===== src/fb_pkg.sv =====
// shared constants and command word layout for the framebuffer design
// referenced by scoped name from every block
package fb_pkg;

    localparam int CORDW = 10;  // screen coordinate width

    // 640x480 timing, widths match sx/sy
    localparam logic [CORDW-1:0] H_ACTIVE = 10'd640;
    localparam logic [CORDW-1:0] H_FRONT  = 10'd16;
    localparam logic [CORDW-1:0] H_SYNC   = 10'd96;
    localparam logic [CORDW-1:0] H_BACK   = 10'd48;
    localparam logic [CORDW-1:0] H_TOTAL  = 10'd800;
    localparam logic [CORDW-1:0] V_ACTIVE = 10'd480;
    localparam logic [CORDW-1:0] V_FRONT  = 10'd10;
    localparam logic [CORDW-1:0] V_SYNC   = 10'd2;
    localparam logic [CORDW-1:0] V_BACK   = 10'd33;
    localparam logic [CORDW-1:0] V_TOTAL  = 10'd525;

    // framebuffer geometry, part-selected where narrower
    localparam int FB_ADDRW = 15;
    localparam int FB_XW    = 8;
    localparam int FB_YW    = 7;
    localparam int COLRW    = 4;  // grey levels
    localparam logic [FB_ADDRW-1:0] FB_WIDTH  = 15'd160;
    localparam logic [FB_ADDRW-1:0] FB_HEIGHT = 15'd120;
    localparam logic [FB_ADDRW-1:0] FB_PIXELS = 15'd19200;

    localparam logic [1:0] OP_NOP   = 2'd0;
    localparam logic [1:0] OP_POKE  = 2'd1;
    localparam logic [1:0] OP_HLINE = 2'd2;
    localparam logic [1:0] OP_VLINE = 2'd3;

    localparam logic [7:0] ADDR_CMD    = 8'h00;
    localparam logic [7:0] ADDR_STATUS = 8'h04;

    // command word, opcode always in 31:30
    typedef union packed {
        struct packed {
            logic [1:0]       op;
            logic [FB_XW-1:0] x;
            logic [FB_YW-1:0] y;
            logic [7:0]       len;   // length minus one
            logic [COLRW-1:0] colr;
            logic [2:0]       rsvd;
        } line;
        struct packed {
            logic [1:0]          op;
            logic [FB_ADDRW-1:0] addr;  // linear y*160+x
            logic [COLRW-1:0]    colr;
            logic [10:0]         rsvd;
        } pix;
    } fb_cmd_u;

endpackage


===== src/fb_wr_if.sv =====
// framebuffer write request between one master and the arbiter
// master holds req, addr and colr until gnt is seen at a clock edge
`timescale 1ns/10ps

interface fb_wr_if;

    logic                          req;   // write wanted
    logic                          gnt;   // write happens this edge
    logic [fb_pkg::FB_ADDRW-1:0]   addr;  // linear pixel address
    logic [fb_pkg::COLRW-1:0]      colr;  // grey value

    modport master (
        output req, addr, colr,
        input  gnt
    );

    modport arbiter (
        input  req, addr, colr,
        output gnt
    );

endinterface


===== src/fb_arbiter.sv =====
// round-robin arbiter, two write masters onto the single RAM write port
// grant is combinational, write lands at the grant edge
`timescale 1ns/10ps

module fb_arbiter (
    input  logic                          clk_pix,
    input  logic                          rst_n,
    fb_wr_if.arbiter                      m0,     // APB pokes
    fb_wr_if.arbiter                      m1,     // line drawer
    output logic                          we,
    output logic [fb_pkg::FB_ADDRW-1:0]   waddr,
    output logic [fb_pkg::COLRW-1:0]      wdata
);

    logic prio;  // 0 favours m0 when both ask

    always_comb begin
        m0.gnt = m0.req && (!m1.req || !prio);
        m1.gnt = m1.req && (!m0.req || prio);
        we     = m0.gnt || m1.gnt;
        // steer the winner, m0 by default
        waddr  = m1.gnt ? m1.addr : m0.addr;
        wdata  = m1.gnt ? m1.colr : m0.colr;
    end

    // flip only after a contested grant
    always_ff @(posedge clk_pix) begin
        if (!rst_n) begin
            prio <= 1'b0;
        end else if (m0.req && m1.req) begin
            prio <= ~prio;
        end
    end

endmodule


===== src/flat_wrapper.sv =====
// flat-port wrapper written by rule: the top's interface ports become plain ports
module fb_arbiter_flat 
  (clk_pix, rst_n, we, waddr, wdata, m0_req, m0_addr, m0_colr, m0_gnt, m1_req, m1_addr, m1_colr, m1_gnt);
  fb_wr_if m0_i ();
  fb_wr_if m1_i ();
  input  logic clk_pix;
  input  logic rst_n;
  output logic we;
  output logic [fb_pkg::FB_ADDRW-1:0] waddr;
  output logic [fb_pkg::COLRW-1:0] wdata;
  input wire logic [$bits(m0_i.req)-1:0] m0_req;
  input wire logic [$bits(m0_i.addr)-1:0] m0_addr;
  input wire logic [$bits(m0_i.colr)-1:0] m0_colr;
  output wire logic [$bits(m0_i.gnt)-1:0] m0_gnt;
  input wire logic [$bits(m1_i.req)-1:0] m1_req;
  input wire logic [$bits(m1_i.addr)-1:0] m1_addr;
  input wire logic [$bits(m1_i.colr)-1:0] m1_colr;
  output wire logic [$bits(m1_i.gnt)-1:0] m1_gnt;
  assign m0_i.req = m0_req;
  assign m0_i.addr = m0_addr;
  assign m0_i.colr = m0_colr;
  assign m0_gnt = m0_i.gnt;
  assign m1_i.req = m1_req;
  assign m1_i.addr = m1_addr;
  assign m1_i.colr = m1_colr;
  assign m1_gnt = m1_i.gnt;
  fb_arbiter u_core (.clk_pix(clk_pix), .rst_n(rst_n), .m0(m0_i), .m1(m1_i), .we(we), .waddr(waddr), .wdata(wdata));
endmodule

===== config.mk =====
export PLATFORM = sky130hd
export DESIGN_NAME = fb_arbiter_flat
export DESIGN_NICKNAME = d
export VERILOG_FILES = /design/src/fb_pkg.sv /design/src/fb_wr_if.sv /design/src/fb_arbiter.sv /design/src/flat_wrapper.sv
export SDC_FILE = /design/constraint.sdc
export NUM_CORES = 1
export LEC_CHECK = 0
export BUFFER_PORTS_ARGS = -buffer_cell sky130_fd_sc_hd__buf_2
export CAP_MARGIN = 0
export CORE_MARGIN = 10
export CORE_UTILIZATION = 21
export DETAILED_ROUTE_END_ITERATION = 16
export GPL_ROUTABILITY_DRIVEN = 1
export PLACE_DENSITY_LB_ADDON = 0.08
export SLEW_MARGIN = 20
export SYNTH_ARGS = -nofsm -noshare
export SYNTH_HDL_FRONTEND = slang
export SYNTH_SLANG_ARGS = --single-unit

===== constraint.sdc =====
create_clock -name clk_pix -period 1.2 [get_ports clk_pix]
set_input_delay 0.24 -clock clk_pix [delete_from_list [all_inputs] [get_ports clk_pix]]
set_output_delay 0.24 -clock clk_pix [all_outputs]
set_load 0.05 [all_outputs]

==> flow_summary.rst, run 1 <==
.. list-table::
   :header-rows: 1

   * - Metric
     - Value
   * - Proportion of netlist area held by the largest area contributor
     - 66.12%
   * - Proportion of power drawn by combinational gates
     - 94.2%
   * - Classification of the worst-slack hold path
     - input port to flop
   * - Final TNS setup
     - -4.041 ns
   * - Max-slew headroom at the worst pin
     - 85.67%
   * - Initial DRC Count
     - 2
   * - WP data arrival
     - 1.18 ns
   * - WHS Path Cells
     - 2
   * - Crit path buf inv count
     - 4
   * - Placement-stage worst setup slack
     - -0.3516 ns
   * - Number of antenna violations at the first check in global routing
     - 0
   * - Reg2Reg Setup Slack
     - 0.37 ns
   * - Post-layout worst setup margin
     - -0.2238 ns
   * - Leak
     - 0.5595 nW
   * - Flip-flop count of the largest register, all copies and words added
     - 1
   * - Maximum clock rate
     - 702.3 MHz
   * - Largest area contributor in the synthesized netlist
     - mux2_2
   * - Hold bufs inserted after CTS
     - 0
   * - Number of global-route vias before repair
     - 604
   * - Violated checks
     - setup timing
   * - Core Region
     - 0.001334 mm²
   * - Clk network pwr share
     - 0%
   * - Post-layout power
     - 0.6973 mW
   * - Storage cell area
     - 21.27 µm²
   * - DRC
     - 0
   * - Wire length reported by the detailed router
     - 1.979 mm
   * - Crit path top cell by count
     - buf_8
   * - Count of endpoints failing setup in the final report
     - 20
   * - Final Max Tran Viols
     - 0
   * - Max-cap violation count
     - 0
   * - Crit path capture type
     - output pin
   * - Growth of design area from synthesis to finish
     - 213.9%
   * - PwrDens
     - 724.7 mW/mm²
   * - Series of cell instances along the critical path
     - buf_8, inv_6, o21ai_4, buf_6, mux2_4, buf_8
   * - Clk pin slew, worst setup/hold paths
     - 0 ns
   * - Share of synthesized flip-flops with an asynchronous set or reset
     - 0%
   * - Area of the mapped netlist
     - 306.5 µm²
   * - Mean instance size in the synthesized netlist
     - 10.22 µm²
   * - RSZ-0062 raised after global routing
     - yes
   * - Final worst path period share
     - 118.6%
   * - Design internal power
     - 0.3467 mW
   * - Biggest cell delay along the critical path
     - 0.32 ns
   * - Insertion delay of the later-clocked pin in the worst-skew pair
     - 0 ns
   * - Initial Util
     - 22.98%
   * - Worst setup path class
     - input port to output pin
   * - Most common library cells after synthesis
     - mux2_2, buf_6, inv_1
   * - Placed Instances
     - 111
   * - Launch point of the critical path
     - m0_req
   * - Largest driver fanout on the critical path
     - 5
   * - Post-Synthesis Cells
     - 30
   * - IO Pins
     - 64
   * - Fraction of the yosys area taken by sequential cells
     - 6.531%
   * - Worst VDD drop
     - 0.4760 mV
   * - Critical Path Source Type
     - input port
   * - Floorplan die height
     - 58.21 µm
   * - Sequential group share of total power
     - 5.8%
   * - Placement row count
     - 13
   * - Netlist cell types
     - 11
   * - Router iterations before antenna repair
     - 2
   * - Regs by FF count
     - u_core.prio: 1 flops
   * - Horizontal extent of the die
     - 58.21 µm
   * - Post-layout util
     - 72.14%
   * - Reg with most FFs
     - u_core.prio
   * - Start point of the worst hold path
     - rst_n
   * - Worst Path Required
     - 0.96 ns
   * - Average wire per standard cell
     - 17.06 µm
   * - Fraction of final layout cells sized beyond drive strength 1
     - 97.03%
   * - Count of synthesis-stage warnings from yosys
     - 0
   * - Family of cells with the greatest summed delay on the critical path
     - buffers and inverters
   * - Depth of the worst register-to-register path
     - 3
   * - Number of input and output port buffers inserted
     - 63
   * - Final GP Congestion
     - 0.6670
   * - Actual slew at the worst max-slew pin
     - 0.2142 ns
   * - Worst r2r dst
     - u_core.prio$_SDFFE_PN0P_
   * - Most used flip-flop cell after synthesis
     - dfxtp_1
   * - Cell at the slowest stage of the critical path
     - mux2_4
   * - Total via count in the routed design
     - 523
   * - Total die area
     - 0.003388 mm²
   * - Post-DR vias/cell
     - 4.509
   * - Final Hold Viols
     - 0
   * - Number of nets with antenna violations after routing
     - 0
   * - Final-stage net count
     - 145
   * - Switching fraction of total power
     - 50.28%
   * - Most frequently used cell type in the post-synthesis netlist
     - mux2_2
   * - Count of flip-flops with a built-in enable after synthesis
     - 0
   * - Antenna diode instance count
     - 0
   * - Minimum clock period after layout
     - 1.424 ns
   * - Global-route wire length before repair
     - 2.967 mm
   * - Maximum clock skew at final layout
     - 0 ns
   * - Area taken by multi-input logic gates
     - 337.8 µm²
   * - Pin count of the biggest net entering global routing
     - 6
   * - Start of the worst register-to-register path
     - u_core.prio$_SDFFE_PN0P_
   * - Fill cell instance count of the final layout
     - 97
   * - Net count after synthesis
     - 72
   * - Synthesized flop and latch total
     - 1
   * - Final non-filler cell total
     - 116
   * - GRT Overall Usage
     - 10.57%
   * - NetSw
     - 0.3506 mW
   * - Global route overflow
     - 0
   * - Status
     - finished with violations
   * - Endpoint of the worst hold path
     - u_core.prio$_SDFFE_PN0P_
   * - Most area-consuming cells after synthesis
     - mux2_2, buf_6, dfxtp_1
-- through the flow --
step                hold slack (ns)  instance area [µm²]
floorplan                    0.3616                379.1
global placement             0.4448                728.2
detailed placement           0.4459                728.2
CTS                          0.4459                939.7
global route                 0.4604                962.2
finish                       0.4427                962.2
-- final cells by class --
type                       count  share of cell area [%]
sequential                     1                   2.211
timing repair buffer          73                   59.43
multi-input combinational     25                   35.11
inverter                       2                   1.300
tap                           15                   1.951
-- layer usage --
metal | vias up | part of all wire [%] | global-route usage (%)
met1 | 231 | 32 | 9.541
li1 | 250 | - | -
met5 | - | 0 | 0
met3 | 2 | 13 | 5.229
met4 | 0 | 1.4 | 1.342
met2 | 40 | 53 | 20.86
-- logic make-up (layout without fill, tap and decap cells) --
logic type / count (synthesis) / count (layout) / synth area share [%]
mux: 19 / 19 / 71.02
buf+inv: 4 / 75 / 9.796
compound gates: 2 / 2 / 4.489
xor+xnor: 1 / 1 / 2.858
simple gates: 3 / 3 / 5.308
flops: 1 / 1 / 6.531
-- worst max path at each step --
stage	endpoint	slack (ns)	cells past startpoint
2_1_floorplan	waddr[0]	-0.08	3
3_3_place_gp	waddr[2]	-0.33	6
3_5_place_dp	wdata[0]	-0.35	6
4_1_cts	waddr[8]	-0.23	6
5_1_grt	wdata[1]	-0.26	6
6_report	waddr[1]	-0.22	6
-- power by group through the flow --
stage	Combinational (mW)	Sequential, mW	Clock [mW]
global placement	0.516	0.0396	0
global route	0.684	0.0409	0
CTS	0.644	0.0408	0
floorplan	0.385	0.0407	0
detailed placement	0.518	0.0396	0
finish	0.657	0.0406	0
-- timing repair --
item	CTS	global route
pin swaps	1	0
endpoints found under the setup margin	21	22
resized for setup	56	9
setup buffers	3	2
cloned	2	0
-- cell usage in the layout (no fill, tap or decap) --
| master | Yosys | final |
|---|---|---|
| inv_6 | 0 | 1 |
| a21oi_2 | 0 | 1 |
| buf_6 | 2 | 23 |
| nand2_1 | 1 | 1 |
| and2_1 | 1 | 1 |
| inv_2 | 0 | 1 |
| xnor2_1 | 1 | 1 |
| buf_8 | 0 | 5 |
| dfxtp_2 | 0 | 1 |
| or2_4 | 0 | 1 |
| mux2_4 | 1 | 19 |
| buf_4 | 0 | 5 |
| o21ai_4 | 0 | 1 |
| buf_2 | 0 | 40 |
Power figures use the tool's default switching activity.
==> run 2: changes to the inputs <==
--- a/config.mk
+++ b/config.mk
@@ -12,6 +12,7 @@
 export DETAILED_ROUTE_END_ITERATION = 16
 export GPL_ROUTABILITY_DRIVEN = 1
 export PLACE_DENSITY_LB_ADDON = 0.08
+export REMOVE_ABC_BUFFERS = 1
 export SLEW_MARGIN = 20
 export SYNTH_ARGS = -nofsm -noshare
 export SYNTH_HDL_FRONTEND = slang
==> run 2 against run 1 <==
The run still ends with setup timing left. Sequential share of layout area is 0.22 points higher. Die area stayed put. Critical path depth is 2 lower. Utilization is 6.7 points lower. Final cell count is 3.4% lower. Global-route usage is 1.2 points lower. Final area is 9.2% lower. Register-to-register slack hardly changed. Routed wire length is 11% lower. Sequential power is 1% higher. Power is 6.5% lower. Critical endpoint is now waddr[11]. Largest cell class unchanged. Highest routed layer is now met3.
==> flow_summary.rst, run 2 (same netlist as run 1, synthesis figures left out) <==
.. list-table::
   :header-rows: 1

   * - Metric
     - Value
   * - Status
     - finished with violations
   * - Violated checks
     - setup timing
   * - Sequential group share of total power
     - 6.3% (+0.5 points)
   * - IO Pins
     - 64 (unchanged)
   * - Antenna diode instance count
     - 0 (unchanged)
   * - Average wire per standard cell
     - 15.78 µm (-7.5%)
   * - Final-stage net count
     - 141 (-2.8%)
   * - Initial Util
     - 22.98% (unchanged)
   * - Maximum clock skew at final layout
     - 0 ns (unchanged)
   * - Number of input and output port buffers inserted
     - 63 (unchanged)
   * - Family of cells with the greatest summed delay on the critical path
     - multiplexers
   * - RSZ-0062 raised after global routing
     - yes
   * - Global route overflow
     - 0 (unchanged)
   * - Horizontal extent of the die
     - 58.21 µm (unchanged)
   * - Final Max Tran Viols
     - 0 (unchanged)
   * - Design internal power
     - 0.3159 mW (-8.9%)
   * - Count of endpoints failing setup in the final report
     - 19 (-5.0%)
   * - GRT Overall Usage
     - 9.379% (-1.2 points)
   * - Clk pin slew, worst setup/hold paths
     - 0 ns (unchanged)
   * - Worst Path Required
     - 0.96 ns (about the same)
   * - Max-cap violation count
     - 0 (unchanged)
   * - Wire length reported by the detailed router
     - 1.767 mm (-11%)
   * - Flip-flop count of the largest register, all copies and words added
     - 1 (unchanged)
   * - WP data arrival
     - 1.19 ns (about the same)
   * - Leading cell types in the layout, fill and taps excluded
     - buf_2, buf_6, mux2_2
   * - Actual slew at the worst max-slew pin
     - 0.2548 ns (+0.04062 ns)
   * - Insertion delay of the later-clocked pin in the worst-skew pair
     - 0 ns (unchanged)
   * - Final Hold Viols
     - 0 (unchanged)
   * - Router iterations before antenna repair
     - 2 (unchanged)
   * - PwrDens
     - 746.9 mW/mm² (+3.1%)
   * - Global-route wire length before repair
     - 2.725 mm (-8.2%)
   * - Cell at the slowest stage of the critical path
     - mux2_2
   * - Most common library cell in the layout ignoring fill and taps
     - buf_2
   * - Number of global-route vias before repair
     - 625 (+3.5%)
   * - Crit path capture type
     - output pin
   * - NetSw
     - 0.3363 mW (-4.1%)
   * - Classification of the worst-slack hold path
     - input port to flop
   * - Proportion of power drawn by combinational gates
     - 93.7% (-0.5 points)
   * - Worst VDD drop
     - 0.4221 mV (-11%)
   * - Series of cell instances along the critical path
     - o21ai_4, buf_6, mux2_2, buf_6
   * - Post-layout power
     - 0.6523 mW (-6.5%)
   * - Clk network pwr share
     - 0% (unchanged)
   * - Total die area
     - 0.003388 mm² (unchanged)
   * - Minimum clock period after layout
     - 1.430 ns (+0.005909 ns)
   * - Fraction of final layout cells sized beyond drive strength 1
     - 94.85% (-2.2 points)
   * - Post-DR vias/cell
     - 4.536 (+0.60%)
   * - Placed Instances
     - 110 (-0.90%)
   * - Pin count of the biggest net entering global routing
     - 11 (+5)
   * - Largest driver fanout on the critical path
     - 10 (+5)
   * - Number of nets with antenna violations after routing
     - 0 (unchanged)
   * - Estimated wirelength of the detail-placed design
     - 1.498 mm
   * - Final GP Congestion
     - 0.7680 (+15%)
   * - Final worst path period share
     - 119.1% (+0.49 points)
   * - Hold bufs inserted after CTS
     - 0 (unchanged)
   * - Final non-filler cell total
     - 112 (-3.4%)
   * - Maximum clock rate
     - 699.4 MHz (-0.41%)
   * - Regs by FF count
     - u_core.prio: 1 flops
   * - Switching fraction of total power
     - 51.56% (+1.3 points)
   * - Leak
     - 0.4852 nW (-13%)
   * - Initial DRC Count
     - 1 (-1)
   * - Crit path top cell by count
     - buf_6
   * - Growth of design area from synthesis to finish
     - 184.9%
   * - DRC
     - 0 (unchanged)
   * - Number of antenna violations at the first check in global routing
     - 0 (unchanged)
   * - Core Region
     - 0.001334 mm² (unchanged)
   * - Total via count in the routed design
     - 508 (-2.9%)
   * - Reg with most FFs
     - u_core.prio
   * - Critical Path Source Type
     - flop
   * - Post-layout worst setup margin
     - -0.2297 ns (-0.005909 ns)
   * - Crit path buf inv count
     - 2 (-2)
   * - Floorplan die height
     - 58.21 µm (unchanged)
   * - Worst setup path class
     - flop to output pin
   * - Placement row count
     - 13 (unchanged)
   * - Max-slew headroom at the worst pin
     - 83.13% (-2.5 points)
   * - Biggest cell delay along the critical path
     - 0.35 ns (+0.03 ns)
   * - Fill cell instance count of the final layout
     - 124 (+28%)
run 2: changes by cell type in the layout (fill, tap and decap cells not counted), sizes merged:
| cell | delta |
|---|---|
| buf | -4 |
run 2: path summary, 6_finish.rpt:
kind,cells past startpoint,slack [ns],start,endpoint
worst min register to register,3,0.71,u_core.prio$_SDFFE_PN0P_,u_core.prio$_SDFFE_PN0P_
worst max register to register,3,0.37,u_core.prio$_SDFFE_PN0P_,u_core.prio$_SDFFE_PN0P_
worst max-delay path,4,-0.23,u_core.prio$_SDFFE_PN0P_,waddr[11]
worst min-delay path,2,0.45,rst_n,u_core.prio$_SDFFE_PN0P_
run 2: routing by layer:
metal  vias up  GRT usage, %  part of all wire, %
met4         0             0                    0
met1       228         8.424                   32
met2        39         16.72                   48
met3         0         8.061                   20
li1        241             -                    -
met5         -             0                    0
run 2: metrics by stage:
| stage | hold WS (ns) | setup WS, ns | cell area, µm² | TNS (ns) | util, % |
|---|---|---|---|---|---|
| after CTS | 0.4510 | -0.2438 | 818.3 | -4.057 | 61.35 |
| after global routing | 0.4656 | -0.2752 | 873.3 | -4.637 | 65.48 |
| final | 0.4456 | -0.2297 | 873.3 | -3.772 | 65.48 |
| after global placement | 0.4539 | -0.3009 | 648.1 | -5.508 | 48.59 |
| after floorplan | 0.3617 | -0.4994 | 284.0 | -9.910 | - |
| after detailed placement | 0.4511 | -0.3003 | 648.1 | -5.504 | 48.59 |
run 2: final cells by class:
class	count	area (µm²)	share of cell area [%]
flip-flops and latches	1	21.27	2.436
repair buffers	69	533.0	61.03
well taps	15	18.77	2.149
multi-input cells	25	290.3	33.24
inverters	2	10.01	1.146
run 2: timing repair:
item                                    4_1_cts  5_1_grt
buffers inserted                              0        1
cloned                                        1        0
endpoints found under the setup margin       20       19
resized for setup                            51       14
run 2: power by group through the flow:
stage          clock network, mW  registers [mW]  logic, mW
6_report                       0          0.0411      0.611
3_5_place_dp                   0          0.0392      0.471
3_3_place_gp                   0          0.0392      0.467
5_1_grt                        0          0.0415      0.641
2_1_floorplan                  0          0.0396      0.329
4_1_cts                        0          0.0409      0.583
==> run 3: changes to the inputs <==
--- a/config.mk
+++ b/config.mk
@@ -13,6 +13,7 @@
 export GPL_ROUTABILITY_DRIVEN = 1
 export PLACE_DENSITY_LB_ADDON = 0.08
 export REMOVE_ABC_BUFFERS = 1
+export SETUP_SLACK_MARGIN = 0.4
 export SLEW_MARGIN = 20
 export SYNTH_ARGS = -nofsm -noshare
 export SYNTH_HDL_FRONTEND = slang
==> run 3 against run 2 <==
The run still ends with setup timing left. Clock skew is the same. Setup slack hardly changed. Routed wire length grew 3.2%. First-iteration DRC count grew 100%. Global-route usage barely moved. Via count is 1.6% higher. Sequential power about the same. Critical path type is now input port to output pin. Critical endpoint unchanged. Largest cell class unchanged. Highest routed layer unchanged.
==> flow_summary.rst, run 3 (same netlist as run 1, synthesis figures left out) <==
.. list-table::
   :header-rows: 1

   * - Metric
     - Value
   * - Status
     - finished with violations
   * - Violated checks
     - setup timing
   * - WP data arrival
     - 1.19 ns (about the same)
   * - Post-layout util
     - 68.20% (+2.7 points)
   * - Wire length reported by the detailed router
     - 1.824 mm (+3.2%)
   * - RSZ-0062 raised after global routing
     - yes
   * - Classification of the worst-slack hold path
     - input port to flop
   * - Final GP Congestion
     - 0.7680 (unchanged)
   * - Clk pin slew, worst setup/hold paths
     - 0 ns (unchanged)
   * - Final Hold Viols
     - 0 (unchanged)
   * - DRC
     - 0 (unchanged)
   * - Final non-filler cell total
     - 113 (+0.89%)
   * - Final TNS setup
     - -3.819 ns (-0.04662 ns)
   * - Insertion delay of the later-clocked pin in the worst-skew pair
     - 0 ns (unchanged)
   * - Placement row count
     - 13 (unchanged)
   * - Max-slew headroom at the worst pin
     - 88.71% (+5.6 points)
   * - Hold bufs inserted after CTS
     - 0 (unchanged)
   * - Core Region
     - 0.001334 mm² (unchanged)
   * - Reg with most FFs
     - u_core.prio
   * - Actual slew at the worst max-slew pin
     - 0.1687 ns (-0.08611 ns)
   * - Crit path capture type
     - output pin
   * - Initial DRC Count
     - 2 (+1)
   * - Most common library cell in the layout ignoring fill and taps
     - buf_2
   * - Placed inst area
     - 648.1 µm² (unchanged)
   * - Maximum clock skew at final layout
     - 0 ns (unchanged)
   * - Final Max Tran Viols
     - 0 (unchanged)
   * - Router iterations before antenna repair
     - 2 (unchanged)
   * - Initial Util
     - 22.98% (unchanged)
   * - Fill cell instance count of the final layout
     - 116 (-6.5%)
   * - Hold Worst Slack
     - 0.4540 ns (+0.008401 ns)
   * - Estimated wirelength of the detail-placed design
     - 1.498 mm (unchanged)
   * - Global-route wire length before repair
     - 2.739 mm (+0.51%)
   * - Total via count in the routed design
     - 516 (+1.6%)
   * - Pin count of the biggest net entering global routing
     - 11 (unchanged)
   * - Horizontal extent of the die
     - 58.21 µm (unchanged)
   * - Antenna diode instance count
     - 0 (unchanged)
   * - Number of input and output port buffers inserted
     - 63 (unchanged)
   * - Critical Path Source Type
     - input port
   * - Leak
     - 0.4988 nW (+2.8%)
   * - Number of nets with antenna violations after routing
     - 0 (unchanged)
   * - Max-cap violation count
     - 0 (unchanged)
   * - Count of endpoints failing setup in the final report
     - 19 (unchanged)
   * - Number of antenna violations at the first check in global routing
     - 0 (unchanged)
   * - Floorplan die height
     - 58.21 µm (unchanged)
   * - Total die area
     - 0.003388 mm² (unchanged)
   * - Post-DR vias/cell
     - 4.566 (+0.68%)
   * - Placement-stage worst setup slack
     - -0.3003 ns (unchanged)
   * - Worst setup path class
     - input port to output pin
   * - Leading cell types in the layout, fill and taps excluded
     - buf_2, buf_6, mux2_2
   * - Maximum clock rate
     - 699.2 MHz (about the same)
   * - Global route overflow
     - 0 (unchanged)
   * - IO Pins
     - 64 (unchanged)
   * - Minimum clock period after layout
     - 1.430 ns (+0.0004590 ns)
   * - Fraction of final layout cells sized beyond drive strength 1
     - 96.94% (+2.1 points)
   * - Largest driver fanout on the critical path
     - 10 (unchanged)
   * - Post-route design area
     - 909.6 µm² (+4.2%)
   * - Worst VDD drop
     - 0.4294 mV (+1.7%)
   * - Growth of design area from synthesis to finish
     - 196.7%
   * - Final worst path period share
     - 119.2% (about the same)
   * - Post-layout worst setup margin
     - -0.2302 ns (-0.0004590 ns)
   * - Worst Path Required
     - 0.96 ns (about the same)
   * - Flip-flop count of the largest register, all copies and words added
     - 1 (unchanged)
   * - Final-stage net count
     - 142 (+0.71%)
   * - Average wire per standard cell
     - 16.14 µm (+2.3%)
   * - GRT Overall Usage
     - 9.427% (+0.048 points)
   * - Regs by FF count
     - u_core.prio: 1 flops
   * - PwrDens
     - 737.2 mW/mm² (-1.3%)
   * - Placed Instances
     - 110 (unchanged)
   * - Post-layout power
     - 0.6706 mW (+2.8%)
   * - Number of global-route vias before repair
     - 628 (+0.48%)
[run 3: area by class of cell]
| type | instances | area [µm²] | area share [%] |
|---|---|---|---|
| inverters | 2 | 10.01 | 1.100 |
| well taps | 15 | 18.77 | 2.063 |
| flip-flops and latches | 1 | 21.27 | 2.338 |
| repair buffers | 70 | 564.3 | 62.04 |
| multi-input cells | 25 | 295.3 | 32.46 |
[run 3: timing repair]
| action | CTS | global route |
|---|---|---|
| buffers inserted | 0 | 2 |
| gates cloned | 1 | 0 |
| endpoints found under the hold margin | 0 | 0 |
| pin swaps | 1 | 1 |
| endpoints found under the setup margin | 23 | 23 |
| resized for setup | 58 | 16 |
[run 3: worst paths after layout]
| check | start | to | slack, ns | cells after the start |
|---|---|---|---|---|
| worst max register to register | u_core.prio$_SDFFE_PN0P_ | u_core.prio$_SDFFE_PN0P_ | 0.39 | 3 |
| worst min-delay path | rst_n | u_core.prio$_SDFFE_PN0P_ | 0.45 | 2 |
| worst min register to register | u_core.prio$_SDFFE_PN0P_ | u_core.prio$_SDFFE_PN0P_ | 0.69 | 3 |
| worst max-delay path | m0_req | waddr[11] | -0.23 | 6 |
[run 3: where the power goes]
part | internal, mW | switching, mW | total, mW
Clock | 0 | 0 | 0
Combinational | 0.291 | 0.338 | 0.630
Sequential | 0.0376 | 0.00343 | 0.0410
[run 3: layer usage]
layer,track usage [%],vias to the layer above,wire length (µm)
li1,-,243,-
met1,8.554,234,575
met2,16.72,39,890
met3,8.061,0,358
met4,0,0,0
met5,0,-,0
[run 3: worst max-delay path, cell delays in order]
cell and delay [ns]:
buf_8 0.08, inv_4 0.03, o21ai_4 0.16, buf_6 0.17
mux2_2 0.35, buf_6 0.16
